### src/hw/rf_pkg.sv
// Register file shared definitions
`default_nettype none

package rf_pkg;

  // ------------------------------------------------------------
  // default geometry of the register file macro
  // ------------------------------------------------------------

  // width of one storage word in bits
  localparam int DEF_DATA_WIDTH = 16;

  // number of storage words, which has to be a power of two
  localparam int DEF_DEPTH = 16;

  // number of observed control bits folded into one observation flop
  localparam int DEF_OBS_XOR_SIZE = 3;

  // each write mask bit covers this many data bits
  localparam int BYTE_BITS = 8;

  // ------------------------------------------------------------
  // observation bank sizing
  // ------------------------------------------------------------

  // one flop per group of xor_size bits, and a partial last group
  // still gets a flop of its own
  function automatic int obs_flop_num(input int pin_num, input int xor_size);
    return (pin_num + xor_size - 1) / xor_size;
  endfunction

endpackage

`default_nettype wire

### src/hw/rf_wr_if.sv
// Register file write request
`timescale 1ns/1ps
`default_nettype none

interface rf_wr_if #(
  parameter int DATA_WIDTH = rf_pkg::DEF_DATA_WIDTH,
  parameter int DEPTH      = rf_pkg::DEF_DEPTH
) ();

  import rf_pkg::*;

  localparam int ADDR_WIDTH = $clog2(DEPTH);
  localparam int BYTE_NUM   = DATA_WIDTH / BYTE_BITS;

  // strobe that is high for exactly one cycle per accepted write
  logic                  we;
  // target word of the write
  logic [ADDR_WIDTH-1:0] waddr;
  // write data, only the enabled bytes land in the array
  logic [DATA_WIDTH-1:0] wdata;
  // one enable bit per byte of wdata
  logic [BYTE_NUM-1:0]   wmask;

  // the write stage launches the request
  modport producer (output we, waddr, wdata, wmask);

  // the storage array consumes it on the next edge
  modport array (input we, waddr, wdata, wmask);

endinterface

`default_nettype wire

### src/hw/rf_write_stage.sv
// Register file write stage
`timescale 1ns/1ps
`default_nettype none

module rf_write_stage #(
  parameter int DATA_WIDTH  = rf_pkg::DEF_DATA_WIDTH,
  parameter int DEPTH       = rf_pkg::DEF_DEPTH,
  localparam int ADDR_WIDTH = $clog2(DEPTH),
  localparam int BYTE_NUM   = DATA_WIDTH / rf_pkg::BYTE_BITS
) (
  input  logic                  clock_b,
  input  logic                  reset,
  input  logic                  we,
  input  logic [ADDR_WIDTH-1:0] waddr,
  input  logic [DATA_WIDTH-1:0] wdata,
  input  logic [BYTE_NUM-1:0]   wmask,
  rf_wr_if.producer             wr
);

  // a request only counts as a write when at least one byte is enabled
  logic wr_valid;

  assign wr_valid = we & (|wmask);

  // ------------------------------------------------------------
  // write strobe
  // ------------------------------------------------------------

  // the strobe is the only control bit of the request and it comes up low
  always_ff @(posedge clock_b)
  begin
    if (reset)
    begin
      wr.we <= 1'b0;
    end
    else
    begin
      // empty writes are dropped here and never reach the array
      wr.we <= wr_valid;
    end
  end

  // ------------------------------------------------------------
  // write payload
  // ------------------------------------------------------------

  // address, data and mask follow the inputs every cycle
  // so the observation tap sees the sampled request even when it is dropped
  always_ff @(posedge clock_b)
  begin
    wr.waddr <= waddr;
    wr.wdata <= wdata;
    wr.wmask <= wmask;
  end

endmodule

`default_nettype wire

### src/hw/rf_array.sv
// Register file storage array
`timescale 1ns/1ps
`default_nettype none

module rf_array #(
  parameter int DATA_WIDTH  = rf_pkg::DEF_DATA_WIDTH,
  parameter int DEPTH       = rf_pkg::DEF_DEPTH,
  localparam int ADDR_WIDTH = $clog2(DEPTH)
) (
  input  logic                  clock_b,
  rf_wr_if.array                wr,
  input  logic [ADDR_WIDTH-1:0] array_raddr,
  output logic [DATA_WIDTH-1:0] array_rdata
);

  import rf_pkg::*;

  localparam int BYTE_NUM = DATA_WIDTH / BYTE_BITS;

  // the storage words themselves
  logic [DATA_WIDTH-1:0] mem [DEPTH];

  // ------------------------------------------------------------
  // write port
  // ------------------------------------------------------------

  // a strobe updates the addressed word one byte lane at a time
  // and lanes with a clear mask bit keep their old contents
  always_ff @(posedge clock_b)
  begin
    if (wr.we)
    begin
      for (int b = 0; b < BYTE_NUM; b++)
      begin
        if (wr.wmask[b])
        begin
          mem[wr.waddr][b*BYTE_BITS +: BYTE_BITS] <= wr.wdata[b*BYTE_BITS +: BYTE_BITS];
        end
      end
    end
  end

  // ------------------------------------------------------------
  // read port
  // ------------------------------------------------------------

  // the read is combinational from the registered read address
  // so a word written on one edge is visible right after that edge
  // and the read stage captures it on the following one
  assign array_rdata = mem[array_raddr];

endmodule

`default_nettype wire

### src/hw/rf_read_stage.sv
// Register file read stage
`timescale 1ns/1ps
`default_nettype none

module rf_read_stage #(
  parameter int DATA_WIDTH  = rf_pkg::DEF_DATA_WIDTH,
  parameter int DEPTH       = rf_pkg::DEF_DEPTH,
  localparam int ADDR_WIDTH = $clog2(DEPTH)
) (
  input  logic                  clock_b,
  input  logic                  reset,
  input  logic                  re,
  input  logic [ADDR_WIDTH-1:0] raddr,
  output logic                  array_re,
  output logic [ADDR_WIDTH-1:0] array_raddr,
  input  logic [DATA_WIDTH-1:0] array_rdata,
  output logic [DATA_WIDTH-1:0] rdata,
  output logic                  rvalid
);

  // ------------------------------------------------------------
  // stage one drives the request into the array
  // ------------------------------------------------------------

  // the read enable is control state and starts out idle
  always_ff @(posedge clock_b)
  begin
    if (reset)
    begin
      array_re <= 1'b0;
    end
    else
    begin
      array_re <= re;
    end
  end

  // the address is taken every cycle
  // so the observation tap tracks the sampled address whether or not re is set
  always_ff @(posedge clock_b)
  begin
    array_raddr <= raddr;
  end

  // ------------------------------------------------------------
  // stage two returns the word
  // ------------------------------------------------------------

  // rvalid pulses for one cycle per read while rdata holds between reads
  // and a new read can enter stage one while the previous one finishes here
  always_ff @(posedge clock_b)
  begin
    if (reset)
    begin
      rvalid <= 1'b0;
      rdata  <= '0;
    end
    else
    begin
      rvalid <= array_re;
      if (array_re)
      begin
        rdata <= array_rdata;
      end
    end
  end

endmodule

`default_nettype wire

### src/hw/rf_obs_compress.sv
// Register file observation flops
`timescale 1ns/1ps
`default_nettype none

module rf_obs_compress #(
  parameter int OBS_PIN_NUM  = 1,
  parameter int OBS_XOR_SIZE = rf_pkg::DEF_OBS_XOR_SIZE,
  parameter int OBS_FLOP_NUM = rf_pkg::obs_flop_num(OBS_PIN_NUM, OBS_XOR_SIZE)
) (
  input  logic                    clock_b,
  input  logic                    reset,
  input  logic [OBS_PIN_NUM-1:0]  obs_in,
  output logic [OBS_FLOP_NUM-1:0] obs
);

  // one parity bit per group of the observed controls
  logic [OBS_FLOP_NUM-1:0] obs_xor;

  // ------------------------------------------------------------
  // fold
  // ------------------------------------------------------------

  // groups start at bit zero and the last one takes whatever is left
  for (genvar g = 0; g < OBS_FLOP_NUM; g++)
  begin : g_group
    if (g < OBS_FLOP_NUM - 1)
    begin : g_full
      assign obs_xor[g] = ^obs_in[g*OBS_XOR_SIZE +: OBS_XOR_SIZE];
    end
    else
    begin : g_tail
      assign obs_xor[g] = ^obs_in[OBS_PIN_NUM-1:g*OBS_XOR_SIZE];
    end
  end

  // ------------------------------------------------------------
  // observation flops
  // ------------------------------------------------------------

  // the array controls are already registered, so one more flop here
  // lines obs up with the read data of the same request
  always_ff @(posedge clock_b)
  begin
    if (reset)
    begin
      obs <= '0;
    end
    else
    begin
      obs <= obs_xor;
    end
  end

endmodule

`default_nettype wire

### src/hw/rf_top.sv
// Register file macro wrapper
`timescale 1ns/1ps
`default_nettype none

module rf_top #(
  parameter int DATA_WIDTH   = rf_pkg::DEF_DATA_WIDTH,
  parameter int DEPTH        = rf_pkg::DEF_DEPTH,
  parameter int OBS_XOR_SIZE = rf_pkg::DEF_OBS_XOR_SIZE,
  localparam int ADDR_WIDTH   = $clog2(DEPTH),
  localparam int BYTE_NUM     = DATA_WIDTH / rf_pkg::BYTE_BITS,
  localparam int OBS_PIN_NUM  = 2 * ADDR_WIDTH + BYTE_NUM + 2,
  localparam int OBS_FLOP_NUM = rf_pkg::obs_flop_num(OBS_PIN_NUM, OBS_XOR_SIZE)
) (
  input  logic                    clock_b,
  input  logic                    reset,
  input  logic                    we,
  input  logic [ADDR_WIDTH-1:0]   waddr,
  input  logic [DATA_WIDTH-1:0]   wdata,
  input  logic [BYTE_NUM-1:0]     wmask,
  input  logic                    re,
  input  logic [ADDR_WIDTH-1:0]   raddr,
  output logic [DATA_WIDTH-1:0]   rdata,
  output logic                    rvalid,
  output logic [OBS_FLOP_NUM-1:0] obs
);

  // ------------------------------------------------------------
  // internal wiring
  // ------------------------------------------------------------

  // registered write request between the write stage and the array
  rf_wr_if #(.DATA_WIDTH(DATA_WIDTH), .DEPTH(DEPTH)) wr_if ();

  // registered read request and the word the array returns for it
  logic                   array_re;
  logic [ADDR_WIDTH-1:0]  array_raddr;
  logic [DATA_WIDTH-1:0]  array_rdata;

  // every control and address bit that reaches the array, lsb first
  // we then waddr then wmask then re then raddr
  logic [OBS_PIN_NUM-1:0] obs_vec;

  assign obs_vec = {array_raddr, array_re, wr_if.wmask, wr_if.waddr, wr_if.we};

  // ------------------------------------------------------------
  // producer, buffer and consumer
  // ------------------------------------------------------------

  rf_write_stage #(.DATA_WIDTH(DATA_WIDTH), .DEPTH(DEPTH)) rf_write_stage_i (
    .clock_b (clock_b),
    .reset   (reset),
    .we      (we),
    .waddr   (waddr),
    .wdata   (wdata),
    .wmask   (wmask),
    .wr      (wr_if.producer)
  );

  rf_array #(.DATA_WIDTH(DATA_WIDTH), .DEPTH(DEPTH)) rf_array_i (
    .clock_b     (clock_b),
    .wr          (wr_if.array),
    .array_raddr (array_raddr),
    .array_rdata (array_rdata)
  );

  rf_read_stage #(.DATA_WIDTH(DATA_WIDTH), .DEPTH(DEPTH)) rf_read_stage_i (
    .clock_b     (clock_b),
    .reset       (reset),
    .re          (re),
    .raddr       (raddr),
    .array_re    (array_re),
    .array_raddr (array_raddr),
    .array_rdata (array_rdata),
    .rdata       (rdata),
    .rvalid      (rvalid)
  );

  // ------------------------------------------------------------
  // observation bank on the array controls
  // ------------------------------------------------------------

  rf_obs_compress #(
    .OBS_PIN_NUM  (OBS_PIN_NUM),
    .OBS_XOR_SIZE (OBS_XOR_SIZE),
    .OBS_FLOP_NUM (OBS_FLOP_NUM)
  ) rf_obs_compress_i (
    .clock_b (clock_b),
    .reset   (reset),
    .obs_in  (obs_vec),
    .obs     (obs)
  );

endmodule

`default_nettype wire

### config.mk
export PLATFORM = sky130hd
export DESIGN_NAME = rf_top
export DESIGN_NICKNAME = d
export VERILOG_FILES = /design/src/hw/rf_pkg.sv /design/src/hw/rf_wr_if.sv /design/src/hw/rf_write_stage.sv /design/src/hw/rf_array.sv /design/src/hw/rf_read_stage.sv /design/src/hw/rf_obs_compress.sv /design/src/hw/rf_top.sv
export SDC_FILE = /design/constraint.sdc
export NUM_CORES = 1
export LEC_CHECK = 0
export ABC_AREA = 1
export BUFFER_PORTS_ARGS = -buffer_cell sky130_fd_sc_hd__buf_2
export CORE_ASPECT_RATIO = 0.6
export CORE_MARGIN = 1
export CORE_UTILIZATION = 65
export DETAILED_ROUTE_END_ITERATION = 7
export PLACE_DENSITY_LB_ADDON = 0.3
export SETUP_SLACK_MARGIN = 0.02
export SLEW_MARGIN = 20
export SYNTH_ARGS = -nofsm -noshare
export SYNTH_HDL_FRONTEND = slang
export SYNTH_SLANG_ARGS = --single-unit
### constraint.sdc
create_clock -name clock_b -period 5.1 [get_ports clock_b]
set_input_delay 0.765 -clock clock_b [delete_from_list [all_inputs] [get_ports clock_b]]
set_output_delay 0.765 -clock clock_b [all_outputs]
set_load 0.1 [all_outputs]
==> reports/summary.txt <==
Largest net degree at the start of global routing - 76
Hold Crit Class - in2reg
Clock tree buffer depth - 3
Gr ovfl total - 0
Post-synthesis sequential area ratio - 69.8%
Worst EP required - 5550 ps
VDD IR max - 0.282 mV
PortBufs - 50
Synth unique cells - 19
RSZ-0062 raised after global routing - no
Drt pass-1 iters - 5
Final Critical Period - 3300 ps
Die width - 180 um
Power Total - 5.23 mW
R2R Setup Slk - 1800 ps
Post-synth ARST share - 0%
TritonCTS clock tree - done
Hold Crit Depth - 1
Total GRT Usage - 30.7%
Post-detailed-route count of antenna-violating nets - 0
Clock Latency Late Sink - 560 ps
Clock sink count - 305
Nets - 1,268
EDFF count, synth - 256
Final TNS setup - 0 ps
Max transition margin - 25.5%
R2r endpoint - rf_read_stage_i.rdata[8]$_SDFFE_PP0P_
R2R depth - 10
WL/cell - 19.5 um
Power density over the cells - 381 mW/mm2
Reg2reg start - rf_read_stage_i.array_raddr[0]$_DFF_P_
Antenna violations before repair - 1
Die ar. - 0.0197 mm2
Site Rows - 38
Fill cells - 1,201
GPL Wtd Cong - 0.876
Syn Inst Count - 1,196
Power Internal - 4.00 mW
Hold_buf cts - 0
H-tree levels - 1
Top cells by count, synth - 408 x nand2_1, 256 x edfxtp_1, 180 x nand3_1
First-pass GRT wire length - 44,800 um
Worst setup margin - 1800 ps
Synthesis Warnings - 0
Max Cap Viol - 0
Sw Pwr - 1.23 mW
Layout cells sized above 1 - 9.48%
Fin crit share - 64.7%
Post-Place Cell Area - 0.0128 mm2
Dpl hpwl - 18,300 um
Yosys top cell area share - 61.9%
Area Overhead vs Synth - 10.6%
Top-count cell post-synth - nand2_1
Combinational Power Share - 6.5%
Post_cts resized - 0
Skew final - 14.5 ps
Iter 0 DRT Violations - 1,214
Part of the power in registers - 53.4%
Starting Density - 67.6%
Fmax - 303 MHz
Core Area - 0.0184 mm2
Max-slew violations - 0
Hold Fails Final Rpt - 0
Post-Syn Nets - 1,230
Most area-consuming cells after synthesis - edfxtp_1 62%, nand2_1 12%, dfxtp_1 7.9%
Final instance area - 0.0137 mm2
Hold Path End - rf_write_stage_i.wr.wdata[10]$_DFF_P_
Top_reg_cell synth - edfxtp_1
Sw Ratio - 23.5%
Via count of the first global-routing pass - 7,937
Chip height - 109 um
DR vias/cell - 5.73
Crit Path Category - reg2reg
TritonCTS Buffers - 27
Register bit total from synthesis - 305
Measured slew at the worst slew-check pin - 1110 ps
Post-CTS setup repair buffer count - 0
Netlist Area Pre-Place - 0.0124 mm2
Crit start category - register
Final setup vio count - 0
Area leader, netlist - edfxtp_1
Crit path max fanout - 75
Pre-CTS WS - 1890 ps
Min Hold Slack - 304 ps
Final wirelength - 29,200 um
I/O pin count - 51
Status - completed
Worst EP arrival - 3750 ps
Hold Startpoint - wdata[10]
Worst setup EP type - register
LEAKAGE - 5.84 nW
Avg Cell Area, Syn - 10.4 um2
Clock slew at reported path FFs - 70 ps
Drc violations - 0
Via Count - 8,572
Antenna cells - 0
Clock power share - 40.0%
CTS root buf - clkbuf_16
-- metrics by stage --
| stage | util, % | std cells |
|---|---|---|
| 2_1_floorplan | - | 1196 |
| 3_3_place_gp | 69.8 | 1445 |
| 3_5_place_dp | 69.9 | 1445 |
| 4_1_cts | 74.8 | 1495 |
| 5_1_grt | 74.8 | 1495 |
| 6_report | 74.8 | 1495 |
-- cell type report --
class                      instances  area (um2)  share of cell area, %
clock buffer                      33         698                   5.09
clock inverter                    17         208                   1.51
inverter                         158         594                   4.33
multi-input combinational        672        2850                   20.8
sequential                       305        8670                   63.2
tap                              240         300                   2.19
timing repair buffer              70         400                   2.92
-- power groups by stage --
stage	Clock, mW	Sequential (mW)	Combinational, mW
2_1_floorplan	0	2.90	0.177
3_3_place_gp	0	2.84	0.326
3_5_place_dp	0	2.84	0.334
4_1_cts	2.10	2.79	0.338
5_1_grt	2.20	2.79	0.368
6_report	2.09	2.79	0.342
-- cells by family after synthesis --
kind of cell | share of synthesized area [%]
buf+inv | 7.37
fa+ha+maj | 0.403
compound gates | 0.282
flops | 69.8
xor+xnor | 0.212
simple gates | 21.9
-- per-layer routing --
metal  share of wire, %  global-route usage, %
met2                 42                   42.5
met4                1.9                   7.75
met3                 15                   9.22
met1                 42                   47.1
met5               0.32                   3.50
-- critical path: stages, from the launching register on --
cell and delay (ps):
dfxtp_4 780, clkinv_2 1040, buf_4 590, nand2_1 90, nand2_1 50, nand2_1 60, nand3_1 90, nand3_1 230
nand3_1 110, nand2_1 80, inv_1 30
-- layout by cell type, fill, tap and decap left out, types with 3 or more instances in the layout --
cell	netlist	final
ha_1	4	4
buf_2	20	50
clkbuf_16	0	27
clkinv_2	0	6
nand2_1	408	408
dfxtp_1	49	47
bufinv_16	0	4
nor3_2	0	5
inv_1	155	155
nor3_1	16	11
xnor2_1	3	3
buf_4	14	20
nor2_1	53	53
clkinv_1	1	6
a21oi_1	3	3
edfxtp_1	256	256
clkbuf_1	17	6
o21ai_0	4	4
nand3_1	180	180
-- worst max path at each step --
stage | start | slack, ps | end
after floorplan | rf_write_stage_i.wr.waddr[1]$_DFF_P_ | 3250 | rf_array_i.mem[13][10]$_DFFE_PP_
after global placement | rf_read_stage_i.array_raddr[0]$_DFF_P_ | 1960 | rf_read_stage_i.rdata[9]$_SDFFE_PP0P_
after detailed placement | rf_read_stage_i.array_raddr[0]$_DFF_P_ | 1890 | rf_read_stage_i.rdata[9]$_SDFFE_PP0P_
after CTS | rf_read_stage_i.array_raddr[0]$_DFF_P_ | 1860 | rf_read_stage_i.rdata[9]$_SDFFE_PP0P_
after global routing | rf_read_stage_i.array_raddr[0]$_DFF_P_ | 1540 | rf_read_stage_i.rdata[9]$_SDFFE_PP0P_
final | rf_read_stage_i.array_raddr[0]$_DFF_P_ | 1800 | rf_read_stage_i.rdata[8]$_SDFFE_PP0P_
-- state kept, by name, summed over array words and instances (netlist names) --
signal and cells:
rf_array_i.mem 256, rf_write_stage_i.wr.we 1, rf_read_stage_i.array_raddr 4, rf_write_stage_i.wr.waddr 4, rf_write_stage_i.wr.wdata 16, rf_write_stage_i.wr.wmask 2, rf_read_stage_i.rvalid 1, rf_read_stage_i.array_re 1
rf_obs_compress_i.obs 4, rf_read_stage_i.rdata 16
Note: power is estimated with default switching activity, not from simulation.
